**src/logic/mdu_pkg.sv**
```systemverilog
// mdu shared definitions
package mdu_pkg;

    // ==================================================
    // widths
    // ==================================================
    localparam int xlen  = 64;
    localparam int op_w  = 8;

    // ==================================================
    // opcodes, any other value gives a zero result
    // ==================================================
    localparam logic [op_w-1:0] op_mul    = 8'h01;
    localparam logic [op_w-1:0] op_mulh   = 8'h02;
    localparam logic [op_w-1:0] op_mulhsu = 8'h03;
    localparam logic [op_w-1:0] op_mulhu  = 8'h04;
    localparam logic [op_w-1:0] op_mulw   = 8'h05;
    localparam logic [op_w-1:0] op_div    = 8'h08;
    localparam logic [op_w-1:0] op_divu   = 8'h09;
    localparam logic [op_w-1:0] op_divw   = 8'h0a;
    localparam logic [op_w-1:0] op_divuw  = 8'h0b;
    localparam logic [op_w-1:0] op_rem    = 8'h0c;
    localparam logic [op_w-1:0] op_remu   = 8'h0d;
    localparam logic [op_w-1:0] op_remw   = 8'h0e;
    localparam logic [op_w-1:0] op_remuw  = 8'h0f;

    // ==================================================
    // sequencing
    // ==================================================
    localparam int iter_n      = 64;               // one result bit per step.
    localparam int cnt_w       = $clog2(iter_n);   // step counter width.
    localparam int mdu_latency = iter_n + 2;       // start edge to done.

endpackage

```
**src/logic/mdu_ctrl.sv**
```systemverilog
// mdu operand control
module mdu_ctrl (
    input  logic                         clk,
    input  logic                         rst_n,
    input  logic                         start,
    input  logic [mdu_pkg::op_w-1:0]     opcode,
    input  logic [mdu_pkg::xlen-1:0]     src_a,
    input  logic [mdu_pkg::xlen-1:0]     src_b,
    input  logic                         mul_done,
    input  logic                         div_done,
    output logic                         busy,
    output logic                         mul_start,
    output logic                         div_start,
    output logic [mdu_pkg::xlen-1:0]     mag_a,
    output logic [mdu_pkg::xlen-1:0]     mag_b,
    output logic                         neg_lo,
    output logic                         neg_hi,
    output logic                         sel_div,
    output logic                         sel_rem,
    output logic                         sel_high,
    output logic                         is_word,
    output logic                         div_zero,
    output logic                         div_ovf,
    output logic [mdu_pkg::xlen-1:0]     src_a_keep
);

    logic                        accept;
    logic                        valid_op;
    logic                        is_div_op;
    logic                        signed_a;
    logic                        signed_b;
    logic                        word_op;
    logic                        rem_op;
    logic                        high_op;
    logic [mdu_pkg::xlen-1:0]    ext_a;
    logic [mdu_pkg::xlen-1:0]    ext_b;
    logic [mdu_pkg::xlen-1:0]    min_neg;
    logic                        neg_a;
    logic                        neg_b;

    assign accept = start & ~busy;

    // ==================================================
    // opcode decode
    // ==================================================
    // columns: valid, div, signed a, signed b, word, rem, high
    always_comb begin
        case (opcode)
            mdu_pkg::op_mul:    {valid_op, is_div_op, signed_a, signed_b, word_op, rem_op, high_op} = 7'b1000000;
            mdu_pkg::op_mulh:   {valid_op, is_div_op, signed_a, signed_b, word_op, rem_op, high_op} = 7'b1011001;
            mdu_pkg::op_mulhsu: {valid_op, is_div_op, signed_a, signed_b, word_op, rem_op, high_op} = 7'b1010001;
            mdu_pkg::op_mulhu:  {valid_op, is_div_op, signed_a, signed_b, word_op, rem_op, high_op} = 7'b1000001;
            mdu_pkg::op_mulw:   {valid_op, is_div_op, signed_a, signed_b, word_op, rem_op, high_op} = 7'b1000100;
            mdu_pkg::op_div:    {valid_op, is_div_op, signed_a, signed_b, word_op, rem_op, high_op} = 7'b1111000;
            mdu_pkg::op_divu:   {valid_op, is_div_op, signed_a, signed_b, word_op, rem_op, high_op} = 7'b1100000;
            mdu_pkg::op_divw:   {valid_op, is_div_op, signed_a, signed_b, word_op, rem_op, high_op} = 7'b1111100;
            mdu_pkg::op_divuw:  {valid_op, is_div_op, signed_a, signed_b, word_op, rem_op, high_op} = 7'b1100100;
            mdu_pkg::op_rem:    {valid_op, is_div_op, signed_a, signed_b, word_op, rem_op, high_op} = 7'b1111010;
            mdu_pkg::op_remu:   {valid_op, is_div_op, signed_a, signed_b, word_op, rem_op, high_op} = 7'b1100010;
            mdu_pkg::op_remw:   {valid_op, is_div_op, signed_a, signed_b, word_op, rem_op, high_op} = 7'b1111110;
            mdu_pkg::op_remuw:  {valid_op, is_div_op, signed_a, signed_b, word_op, rem_op, high_op} = 7'b1100110;
            default:            {valid_op, is_div_op, signed_a, signed_b, word_op, rem_op, high_op} = 7'b0000000;
        endcase
    end

    // word ops see only the low half of each source.
    assign ext_a = word_op ? {{32{signed_a & src_a[31]}}, src_a[31:0]} : src_a;
    assign ext_b = word_op ? {{32{signed_b & src_b[31]}}, src_b[31:0]} : src_b;

    assign neg_a   = signed_a & ext_a[mdu_pkg::xlen-1];
    assign neg_b   = signed_b & ext_b[mdu_pkg::xlen-1];
    assign min_neg = word_op ? {{33{1'b1}}, 31'd0} : {1'b1, 63'd0};

    // ==================================================
    // sequencing
    // ==================================================
    always_ff @(posedge clk or negedge rst_n) begin
        if (!rst_n) begin
            busy      <= 1'b0;
            mul_start <= 1'b0;
            div_start <= 1'b0;
        end else begin
            mul_start <= accept & ~is_div_op;   // no-ops run through the multiplier.
            div_start <= accept & is_div_op;
            if (accept) begin
                busy <= 1'b1;
            end else if (mul_done | div_done) begin
                busy <= 1'b0;
            end
        end
    end

    // operands and flags hold until the next accepted start.
    always_ff @(posedge clk) begin
        if (accept) begin
            mag_a      <= !valid_op ? '0 : (neg_a ? -ext_a : ext_a);
            mag_b      <= neg_b ? -ext_b : ext_b;
            neg_lo     <= neg_a ^ neg_b;        // quotient or product sign.
            neg_hi     <= is_div_op ? neg_a : (neg_a ^ neg_b);
            sel_div    <= is_div_op;
            sel_rem    <= rem_op;
            sel_high   <= high_op;
            is_word    <= word_op;
            div_zero   <= is_div_op & (ext_b == '0);
            div_ovf    <= is_div_op & signed_a & (ext_a == min_neg) & (&ext_b);
            src_a_keep <= ext_a;
        end
    end

endmodule

```
**src/logic/mul_iter.sv**
```systemverilog
// iterative shift-add multiplier
module mul_iter (
    input  logic                         clk,
    input  logic                         rst_n,
    input  logic                         mul_start,
    input  logic [mdu_pkg::xlen-1:0]     mag_a,
    input  logic [mdu_pkg::xlen-1:0]     mag_b,
    output logic [mdu_pkg::xlen-1:0]     prod_hi,
    output logic [mdu_pkg::xlen-1:0]     prod_lo,
    output logic                         mul_done
);

    logic                            active;
    logic [mdu_pkg::cnt_w-1:0]       cnt;
    logic [mdu_pkg::xlen-1:0]        mcand;
    logic [2*mdu_pkg::xlen-1:0]      acc;     // partial product over remaining multiplier bits.
    logic [mdu_pkg::xlen:0]          sum;

    // add multiplicand to the upper half when the current multiplier bit is set.
    assign sum = {1'b0, acc[2*mdu_pkg::xlen-1:mdu_pkg::xlen]}
               + (acc[0] ? {1'b0, mcand} : '0);

    always_ff @(posedge clk or negedge rst_n) begin
        if (!rst_n) begin
            active   <= 1'b0;
            cnt      <= '0;
            mul_done <= 1'b0;
        end else begin
            mul_done <= 1'b0;
            if (mul_start) begin
                active <= 1'b1;
                cnt    <= '0;
            end else if (active) begin
                cnt <= cnt + 1'b1;
                if (cnt == mdu_pkg::cnt_w'(mdu_pkg::iter_n - 1)) begin
                    active   <= 1'b0;
                    mul_done <= 1'b1;   // last step lands this edge.
                end
            end
        end
    end

    always_ff @(posedge clk) begin
        if (mul_start) begin
            mcand <= mag_a;
            acc   <= {{mdu_pkg::xlen{1'b0}}, mag_b};
        end else if (active) begin
            acc <= {sum, acc[mdu_pkg::xlen-1:1]};
        end
    end

    assign prod_hi = acc[2*mdu_pkg::xlen-1:mdu_pkg::xlen];
    assign prod_lo = acc[mdu_pkg::xlen-1:0];

endmodule

```
**src/logic/div_iter.sv**
```systemverilog
// iterative restoring divider
module div_iter (
    input  logic                         clk,
    input  logic                         rst_n,
    input  logic                         div_start,
    input  logic [mdu_pkg::xlen-1:0]     mag_a,
    input  logic [mdu_pkg::xlen-1:0]     mag_b,
    output logic [mdu_pkg::xlen-1:0]     quotient,
    output logic [mdu_pkg::xlen-1:0]     remainder,
    output logic                         div_done
);

    logic                            active;
    logic [mdu_pkg::cnt_w-1:0]       cnt;
    logic [mdu_pkg::xlen-1:0]        dvsr;
    logic [2*mdu_pkg::xlen-1:0]      work;      // remainder above, dividend and quotient below.
    logic [2*mdu_pkg::xlen:0]        shifted;
    logic [2*mdu_pkg::xlen:0]        aligned;
    logic [2*mdu_pkg::xlen:0]        diff;

    // extra top bit keeps the doubled remainder from wrapping.
    assign shifted = {work, 1'b0};
    assign aligned = {1'b0, dvsr, {mdu_pkg::xlen{1'b0}}};
    assign diff    = shifted - aligned;

    always_ff @(posedge clk or negedge rst_n) begin
        if (!rst_n) begin
            active   <= 1'b0;
            cnt      <= '0;
            div_done <= 1'b0;
        end else begin
            div_done <= 1'b0;
            if (div_start) begin
                active <= 1'b1;
                cnt    <= '0;
            end else if (active) begin
                cnt <= cnt + 1'b1;
                if (cnt == mdu_pkg::cnt_w'(mdu_pkg::iter_n - 1)) begin
                    active   <= 1'b0;
                    div_done <= 1'b1;
                end
            end
        end
    end

    always_ff @(posedge clk) begin
        if (div_start) begin
            dvsr <= mag_b;
            work <= {{mdu_pkg::xlen{1'b0}}, mag_a};
        end else if (active) begin
            if (shifted >= aligned) begin
                work <= {diff[2*mdu_pkg::xlen-1:1], 1'b1};   // subtract and set quotient bit.
            end else begin
                work <= shifted[2*mdu_pkg::xlen-1:0];        // restore.
            end
        end
    end

    assign quotient  = work[mdu_pkg::xlen-1:0];
    assign remainder = work[2*mdu_pkg::xlen-1:mdu_pkg::xlen];

endmodule

```
**src/logic/result_fmt.sv**
```systemverilog
// mdu result formatter
module result_fmt (
    input  logic                         clk,
    input  logic                         rst_n,
    input  logic                         mul_done,
    input  logic                         div_done,
    input  logic [mdu_pkg::xlen-1:0]     prod_hi,
    input  logic [mdu_pkg::xlen-1:0]     prod_lo,
    input  logic [mdu_pkg::xlen-1:0]     quotient,
    input  logic [mdu_pkg::xlen-1:0]     remainder,
    input  logic                         neg_lo,
    input  logic                         neg_hi,
    input  logic                         sel_div,
    input  logic                         sel_rem,
    input  logic                         sel_high,
    input  logic                         is_word,
    input  logic                         div_zero,
    input  logic                         div_ovf,
    input  logic [mdu_pkg::xlen-1:0]     src_a_keep,
    output logic                         done,
    output logic [mdu_pkg::xlen-1:0]     result
);

    logic                            unit_done;
    logic [2*mdu_pkg::xlen-1:0]      prod_full;
    logic [mdu_pkg::xlen-1:0]        mul_res;
    logic [mdu_pkg::xlen-1:0]        quo_res;
    logic [mdu_pkg::xlen-1:0]        rem_res;
    logic [mdu_pkg::xlen-1:0]        raw_res;
    logic [mdu_pkg::xlen-1:0]        fmt_res;

    assign unit_done = mul_done | div_done;

    // ==================================================
    // multiply path
    // ==================================================
    // the sign goes on the full product so the high half borrows correctly.
    assign prod_full = neg_lo ? -{prod_hi, prod_lo} : {prod_hi, prod_lo};
    assign mul_res   = sel_high ? prod_full[2*mdu_pkg::xlen-1:mdu_pkg::xlen]
                                : prod_full[mdu_pkg::xlen-1:0];

    // ==================================================
    // divide path
    // ==================================================
    always_comb begin
        if (div_zero) begin
            quo_res = '1;                       // all ones on divide by zero.
            rem_res = src_a_keep;
        end else if (div_ovf) begin
            quo_res = src_a_keep;               // most negative / -1.
            rem_res = '0;
        end else begin
            quo_res = neg_lo ? -quotient : quotient;
            rem_res = neg_hi ? -remainder : remainder;
        end
    end

    assign raw_res = !sel_div ? mul_res : (sel_rem ? rem_res : quo_res);
    assign fmt_res = is_word ? {{32{raw_res[31]}}, raw_res[31:0]} : raw_res;

    always_ff @(posedge clk or negedge rst_n) begin
        if (!rst_n) begin
            done   <= 1'b0;
            result <= '0;
        end else begin
            done <= unit_done;
            if (unit_done) begin
                result <= fmt_res;              // held until the next done.
            end
        end
    end

endmodule

```
**src/logic/mdu_top.sv**
```systemverilog
// rv64m multiply/divide unit
module mdu_top (
    input  logic                         clk,
    input  logic                         rst_n,
    input  logic                         start,
    input  logic [mdu_pkg::op_w-1:0]     opcode,
    input  logic [mdu_pkg::xlen-1:0]     src_a,
    input  logic [mdu_pkg::xlen-1:0]     src_b,
    output logic                         busy,
    output logic                         done,
    output logic [mdu_pkg::xlen-1:0]     result
);

    logic                        mul_start;
    logic                        div_start;
    logic                        mul_done;
    logic                        div_done;
    logic [mdu_pkg::xlen-1:0]    mag_a;
    logic [mdu_pkg::xlen-1:0]    mag_b;
    logic [mdu_pkg::xlen-1:0]    prod_hi;
    logic [mdu_pkg::xlen-1:0]    prod_lo;
    logic [mdu_pkg::xlen-1:0]    quotient;
    logic [mdu_pkg::xlen-1:0]    remainder;
    logic                        neg_lo;
    logic                        neg_hi;
    logic                        sel_div;
    logic                        sel_rem;
    logic                        sel_high;
    logic                        is_word;
    logic                        div_zero;
    logic                        div_ovf;
    logic [mdu_pkg::xlen-1:0]    src_a_keep;

    // ==================================================
    // control and operand preparation
    // ==================================================
    mdu_ctrl mdu_ctrl_i (
        .clk        (clk),
        .rst_n      (rst_n),
        .start      (start),
        .opcode     (opcode),
        .src_a      (src_a),
        .src_b      (src_b),
        .mul_done   (mul_done),
        .div_done   (div_done),
        .busy       (busy),
        .mul_start  (mul_start),
        .div_start  (div_start),
        .mag_a      (mag_a),
        .mag_b      (mag_b),
        .neg_lo     (neg_lo),
        .neg_hi     (neg_hi),
        .sel_div    (sel_div),
        .sel_rem    (sel_rem),
        .sel_high   (sel_high),
        .is_word    (is_word),
        .div_zero   (div_zero),
        .div_ovf    (div_ovf),
        .src_a_keep (src_a_keep)
    );

    // ==================================================
    // iterative units
    // ==================================================
    mul_iter mul_iter_i (
        .clk       (clk),
        .rst_n     (rst_n),
        .mul_start (mul_start),
        .mag_a     (mag_a),
        .mag_b     (mag_b),
        .prod_hi   (prod_hi),
        .prod_lo   (prod_lo),
        .mul_done  (mul_done)
    );

    div_iter div_iter_i (
        .clk       (clk),
        .rst_n     (rst_n),
        .div_start (div_start),
        .mag_a     (mag_a),
        .mag_b     (mag_b),
        .quotient  (quotient),
        .remainder (remainder),
        .div_done  (div_done)
    );

    result_fmt result_fmt_i (
        .clk        (clk),
        .rst_n      (rst_n),
        .mul_done   (mul_done),
        .div_done   (div_done),
        .prod_hi    (prod_hi),
        .prod_lo    (prod_lo),
        .quotient   (quotient),
        .remainder  (remainder),
        .neg_lo     (neg_lo),
        .neg_hi     (neg_hi),
        .sel_div    (sel_div),
        .sel_rem    (sel_rem),
        .sel_high   (sel_high),
        .is_word    (is_word),
        .div_zero   (div_zero),
        .div_ovf    (div_ovf),
        .src_a_keep (src_a_keep),
        .done       (done),
        .result     (result)
    );

endmodule

```
**config.mk**
```make
export PLATFORM = sky130hd
export DESIGN_NAME = mdu_top
export DESIGN_NICKNAME = d
export VERILOG_FILES = /design/src/logic/mdu_pkg.sv /design/src/logic/mdu_ctrl.sv /design/src/logic/mul_iter.sv /design/src/logic/div_iter.sv /design/src/logic/result_fmt.sv /design/src/logic/mdu_top.sv
export SDC_FILE = /design/constraint.sdc
export NUM_CORES = 2
export LEC_CHECK = 0
export BUFFER_PORTS_ARGS = -buffer_cell sky130_fd_sc_hd__buf_2
export CORE_MARGIN = 3
export CORE_UTILIZATION = 56
export CTS_CLUSTER_DIAMETER = 120
export DETAILED_ROUTE_END_ITERATION = 7
export GPL_TIMING_DRIVEN = 0
export PLACE_DENSITY = 0.74
export SKIP_LAST_GASP = 1
export SLEW_MARGIN = 20
export SYNTH_ARGS = -nofsm -noshare
export SYNTH_HDL_FRONTEND = slang
export SYNTH_SLANG_ARGS = --single-unit
```
**constraint.sdc**
```tcl
create_clock -name clk -period 6.4 [get_ports clk]
set_clock_uncertainty 0.2 [all_clocks]
set_input_delay 0.64 -clock clk [delete_from_list [all_inputs] [get_ports clk]]
set_output_delay 0.64 -clock clk [all_outputs]
set_load 0.005 [all_outputs]
```
-- Yosys cells after proc, flatten, opt, wreduce, memory -nomap -nowiden
Memory sizes are Yosys's and may differ from the RTL's.
Index checks and enable logic that the tools add are counted.
- bits in registers: 668
- output and inout port bits: 66
- ROM bits: 112
- memories kept: 1
- memories (memory ; words ; width ; read ports ; clocked after Yosys merged registers in ; wr ports ; line ; RTL):
    (name not given) ; 16 ; 7 ; 1 ; 0 ; 0 ; mdu_ctrl.sv:48 ; case (opcode)
- bitwise gates (word level): 15
- reductions and logical operators: 6
- equality and inequality tests: 3
- multiplexer cells: 42
- add/subtract/negate cells: 9
- magnitude comparators: 1
- operators by type and width (operator ; count):
    two-way mux 64 bit ; 19
    two-way mux 128 bit ; 2
    negation 64 bit ; 4
    greater-or-equal comparator 129 x 128 -> 1 bit ; 1
    negation 128 bit ; 1
    subtractor 128 bit ; 1
    adder 64 x 64 -> 65 bit ; 1
    equality test 64 bit ; 1
    logical NOT 64 bit ; 1
    AND reduction 64 bit ; 1
    two-way mux 63 bit ; 1
    two-way mux 6 bit ; 4
    two-way mux 1 bit ; 15
    adder 6 x 1 -> 6 bit (second input constant) ; 2
    equality test 6 bit (second input constant) ; 2
    bitwise AND 1 bit ; 11
    nonzero test 2 bit ; 3
    two-way mux 5 bit ; 1
    logical NOT 4 bit ; 1
    NOT 1 bit ; 2
    OR 1 bit ; 1
    bitwise XOR 1 bit ; 1

-- Depth between registers and ports, before layout
- depth after elaboration: 7
- gate-level depth with buffers: 16
- mapped depth without buffers: 14

-- By module
From an unflattened synthesis, not the netlist that was laid out.
- cell total of the unflattened synthesis: 5113
- area total of the unflattened synthesis: 46568.4 µm²
- modules (own cells, without submodules) (module ; area each (µm²) ; seq. area each (µm²) ; instances ; cells each):
    result_fmt ; 12269.3 ; 1626.6 ; 1 ; 1747
    div_iter ; 12039.0 ; 5325.1 ; 1 ; 1232
    mul_iter ; 11398.4 ; 5325.1 ; 1 ; 1107
    mdu_ctrl ; 10861.7 ; 6080.8 ; 1 ; 1027

-- Worst setup path before layout
No wires, ideal clock.
- kind: input to register
- start point: input port start
- end point: register mdu_ctrl_i.div_ovf, enable pin
- required time: 5.647 ns
- stages on the path: 2
- arrival: 4.601 ns
- library setup time: 0.553 ns
- path slack: 1.046 ns
- cell sequence: nand2b_1 > inv_1
- cells in the longest elaborated chain, start to end: 1
- RTL lines (item ; line ; RTL):
    from (decl) ; mdu_top.sv:5 ; input logic start,
    bitwise AND 1 bit ; mdu_ctrl.sv:41 ; assign accept = start & ~busy;
    via mdu_ctrl_i.accept ; mdu_ctrl.sv:27 ; logic accept;
    to (signal assigned) ; mdu_ctrl.sv:105 ; div_ovf <= is_div_op & signed_a & (ext_a == min_neg) & (&ext_b);
    to (decl) ; mdu_ctrl.sv:23 ; output logic div_ovf,
The timed path passes the listed nets, and every way through them passes these cells.
A chain may end at the register's enable or synchronous reset.

-- Worst setup path in the final report
- start point: register mul_iter_i.acc[59] in the netlist's numbering
- end point: register result_fmt_i.result[45] in the netlist's numbering
- cells in the longest elaborated chain, start to end: 5
- RTL lines (item ; line ; RTL):
    from (decl) ; mul_iter.sv:16 ; logic [2*mdu_pkg::xlen-1:0] acc;
    from (signal assigned) ; mul_iter.sv:46 ; acc <= {{mdu_pkg::xlen{1'b0}}, mag_b};
    from (signal assigned) ; mul_iter.sv:48 ; acc <= {sum, acc[mdu_pkg::xlen-1:1]};
    negation 128 bit ; result_fmt.sv:38 ; assign prod_full = neg_lo ? -{prod_hi, prod_lo} : {prod_hi, prod_lo};
    two-way mux 128 bit ; result_fmt.sv:38 ;
    two-way mux 64 bit ; result_fmt.sv:39 ; assign mul_res = sel_high ? prod_full[2*mdu_pkg::xlen-1:mdu_pkg::xlen]
    two-way mux 64 bit ; result_fmt.sv:58 ; assign raw_res = !sel_div ? mul_res : (sel_rem ? rem_res : quo_res);
    two-way mux 64 bit ; result_fmt.sv:59 ; assign fmt_res = is_word ? {{32{raw_res[31]}}, raw_res[31:0]} : raw_res;
    to (signal assigned) ; result_fmt.sv:68 ; result <= fmt_res;
    to (decl) ; result_fmt.sv:21 ; output logic [mdu_pkg::xlen-1:0] result
No other way between the ends.

==> flow_summary.json <==
{
  "finalCoreUtilization": 0.634,
  "flip_flop_and_latch_count_after_synthesis": 668,
  "synthMostInstantiatedCell": "nor2_1",
  "cts.sinks": 668,
  "clk_root_buffer_cell": "clkbuf_16",
  "syn-instance-count": 4814,
  "distinct_cell_type_count_of_the_synthesized_netlist": 77,
  "numCtsBuffers": 75,
  "die_ar_mm2": 0.0822,
  "drt_first_pass_iters": 7,
  "clkSlewWorstSetupHoldPaths_ps": 60,
  "drt_wl_total_um": 201000,
  "reg2reg_slack_ps": 270,
  "via_count_of_the_first_global_routing_pass": 39200,
  "overall_power_of_the_completed_layout_mw": 20.4,
  "max_freq_mhz": 163,
  "finalMaxSlewViolations": 0,
  "worstSkewPairLatency_ps": 660,
  "async_flop_share": 0.126,
  "total_internal_power_mw": 11.3,
  "unrepaired_setup_endpoints_after_global_routing": "false",
  "cp_max_fo": 10,
  "initial_core_util": 0.568,
  "groute.layer.met1.usage": 0.652,
  "hold_path_class": "in -> reg",
  "vias": 43600,
  "tritoncts": "built",
  "synth_area_leader_cell": "edfxtp_1",
  "drtAntennaViolNets": 0,
  "result_of_the_run": "finished, final reports clean",
  "synth_enable_flop_cells": 456,
  "grt_util_met2": 0.640,
  "grt_first_pass_wirelength_um": 281000,
  "crit_path_start_kind": "flip-flop",
  "final_nets": 5380,
  "dominantRegCellSynth": "edfxtp_1",
  "wire_per_inst_um": 32.4,
  "switching_share": 0.447,
  "io_buffers": 203,
  "fp-row-count": 102,
  "globalRouteOverflowTotal": 0,
  "p_leak_nw": 18.3,
  "worst_setup_path_end_kind": "flip-flop",
  "yosys-top-cells-area": "edfxtp_1 31%, dfxtp_1 5.8%, dfrtp_1 4.8%",
  "synth_sequential_area_ratio": 0.416,
  "holdPathEnd": "mdu_ctrl_i.src_a_keep[19]",
  "worst_slew_pin_slew_ps": 1400,
  "core_area_mm2": 0.0777,
  "total_of_max_cap_violations": 0,
  "globalplace.congestion": 1.11,
  "hold_violations": 0,
  "min_period_over_period": 0.958,
  "setup_viol": 0,
  "postSynthNetCount": 5091,
  "ios": 205,
  "p_switching_mw": 9.12,
  "clkPwrFrac": 0.225,
  "dieHeight_um": 287,
  "cell_count_of_the_worst_reg_to_reg_path": 11,
  "synth.yosys.warnings": 0,
  "worst-endpoint-arrival_ps": 6400,
  "post_route_cells_drive_above_1_share": 0.100,
  "power_density_mw_per_mm2": 414,
  "die_x_um": 287,
  "timing.max_slew.rel_slack": 0.0684,
  "drt-vias-per-instance": 7.02,
  "number_of_antenna_violations_at_the_first_check_in_global_routing": 21,
  "use_met3": 0.189,
  "ctsHtreeMaxLevel": 3,
  "timing.rr.start": "mul_iter_i.acc[59]",
  "worstHoldStart": "src_a[19]",
  "ys_top_cells_by_count": "462 x nor2_1, 456 x edfxtp_1, 396 x nand2_1",
  "p_comb_frac": 0.416,
  "final_period_minus_worst_setup_slack_ps": 6130,
  "cp_data_required_time_ps": 6670,
  "hold-path-cell-count": 1,
  "rr_endpoint": "result_fmt_i.result[45]",
  "vdd.ir_drop.worst_mv": 0.264,
  "power.share.sequential": 0.359,
  "grt_max_degree": 106,
  "place.detailed.hpwl_um": 160000,
  "category_of_the_most_critical_setup_path": "reg -> reg",
  "cts.path.max_buffers": 3,
  "drt_iter0_drc": 6941,
  "post_synthesis_instance_area_mm2": 0.0441,
  "holdWs_ps": 18.4,
  "share_of_yosys_cell_area_claimed_by_the_top_area_cell_type": 0.310,
  "globalRouteTotalUtil": 0.475,
  "drc": 0,
  "avgSynthCellArea_um2": 9.17,
  "syn_to_final_growth_pct": 11.6,
  "global_route.peak_usage_layer": "met1"
}
==> layout by cell type, fill, tap and decap left out, types with 83 or more instances in the layout <==
master	synthesis	routed
nand2_1	396	396
o21ai_0	327	327
mux2_2	126	126
nor3_1	105	105
buf_2	7	209
a21oi_1	384	384
nor2_1	462	462
edfxtp_1	456	456
o31ai_1	93	93
inv_1	143	140
and2_1	83	83
dfxtp_1	128	128
ha_1	136	136
or3_1	87	87
clkbuf_1	243	259
xor2_1	217	217
xnor2_1	240	240
==> logic make-up (layout without fill, tap and decap cells) <==
family | count (synthesis) | after routing | share of synthesized area
compound gates | 1344 | 1344 | 0.194
xor+xnor | 457 | 457 | 0.0907
fa+ha+maj | 138 | 138 | 0.0395
buf+inv | 416 | 768 | 0.0356
flops | 668 | 668 | 0.416
mux | 194 | 194 | 0.0476
other cells | 0 | 11 | 0
simple gates | 1597 | 1597 | 0.177
==> power groups by stage <==
| stage | sequential (mW) | clock [mW] | combinational (mW) |
|---|---|---|---|
| 2_1_floorplan | 6.40 | 0 | 5.63 |
| 3_3_place_gp | 7.26 | 0 | 7.88 |
| 3_5_place_dp | 7.22 | 0 | 8.02 |
| 4_1_cts | 7.14 | 4.56 | 8.11 |
| 5_1_grt | 7.28 | 4.74 | 9.01 |
| 6_report | 7.32 | 4.59 | 8.47 |
==> how the worst max path moves through the flow <==
stage                       startpoint                 endpoint
CTS                  mul_iter_i.acc[0]      mul_iter_i.acc[127]
global route         mul_iter_i.acc[0]      mul_iter_i.acc[123]
detailed placement   mul_iter_i.acc[0]      mul_iter_i.acc[127]
finish              mul_iter_i.acc[59]  result_fmt_i.result[45]
global placement                 start     mdu_ctrl_i.mag_b[27]
floorplan                        start       mdu_ctrl_i.div_ovf
==> layer usage <==
metal,share of wire,up-vias
met4,0.065,18
met2,0.39,3708
met3,0.17,677
met5,0.00068,-
met1,0.38,20700
li1,-,18500
==> state kept, by name, indices dropped and copies added (netlist names), 6 cells and up <==
name / flops
div_iter_i.work: 128
mul_iter_i.acc: 128
div_iter_i.dvsr: 64
mdu_ctrl_i.mag_a: 64
mdu_ctrl_i.mag_b: 64
mdu_ctrl_i.src_a_keep: 64
mul_iter_i.mcand: 64
result_fmt_i.result: 64
div_iter_i.cnt: 6
mul_iter_i.cnt: 6
==> what timing repair did <==
| action | 4_1_cts | 5_1_grt |
|---|---|---|
| hold endpoints to repair | 30 | 0 |
| hold buffers | 1 | 0 |
| resized for setup | 0 | 0 |
| buffers inserted | 0 | 0 |
==> critical path, stage by stage (launching register included) <==
cell	delay (ps)
edfxtp_1	560
or4_1	670
nor4_1	770
nand2_1	450
nand4bb_1	610
clkbuf_1	420
or3_1	530
nand2_1	110
xor2_1	300
a211oi_1	120
a2111oi_0	1140
nor3_1	80
==> final cells by class <==
type | count | area, um2
fill | 6593 | 28500
multi-input combinational | 3730 | 24200
sequential | 668 | 18400
clock buffer | 100 | 2070
tap | 1040 | 1300
timing repair buffer | 212 | 1200
buffer | 270 | 1020
inverter | 146 | 561
clock inverter | 40 | 477
antenna | 11 | 27.5
==> per-stage QoR <==
stage / setup WS [ps] / instances / TNS, ps / cell area [um2]
after global routing: 198 / 6206 / 0 / 49200
after floorplan: 1050 / 4814 / 0 / 44100
final: 268 / 6217 / 0 / 49200
after detailed placement: 522 / 6063 / 0 / 46600
after global placement: -353 / 6057 / -67640 / 46400
after CTS: 504 / 6204 / 0 / 49200
(Power assumes the default switching activity.)
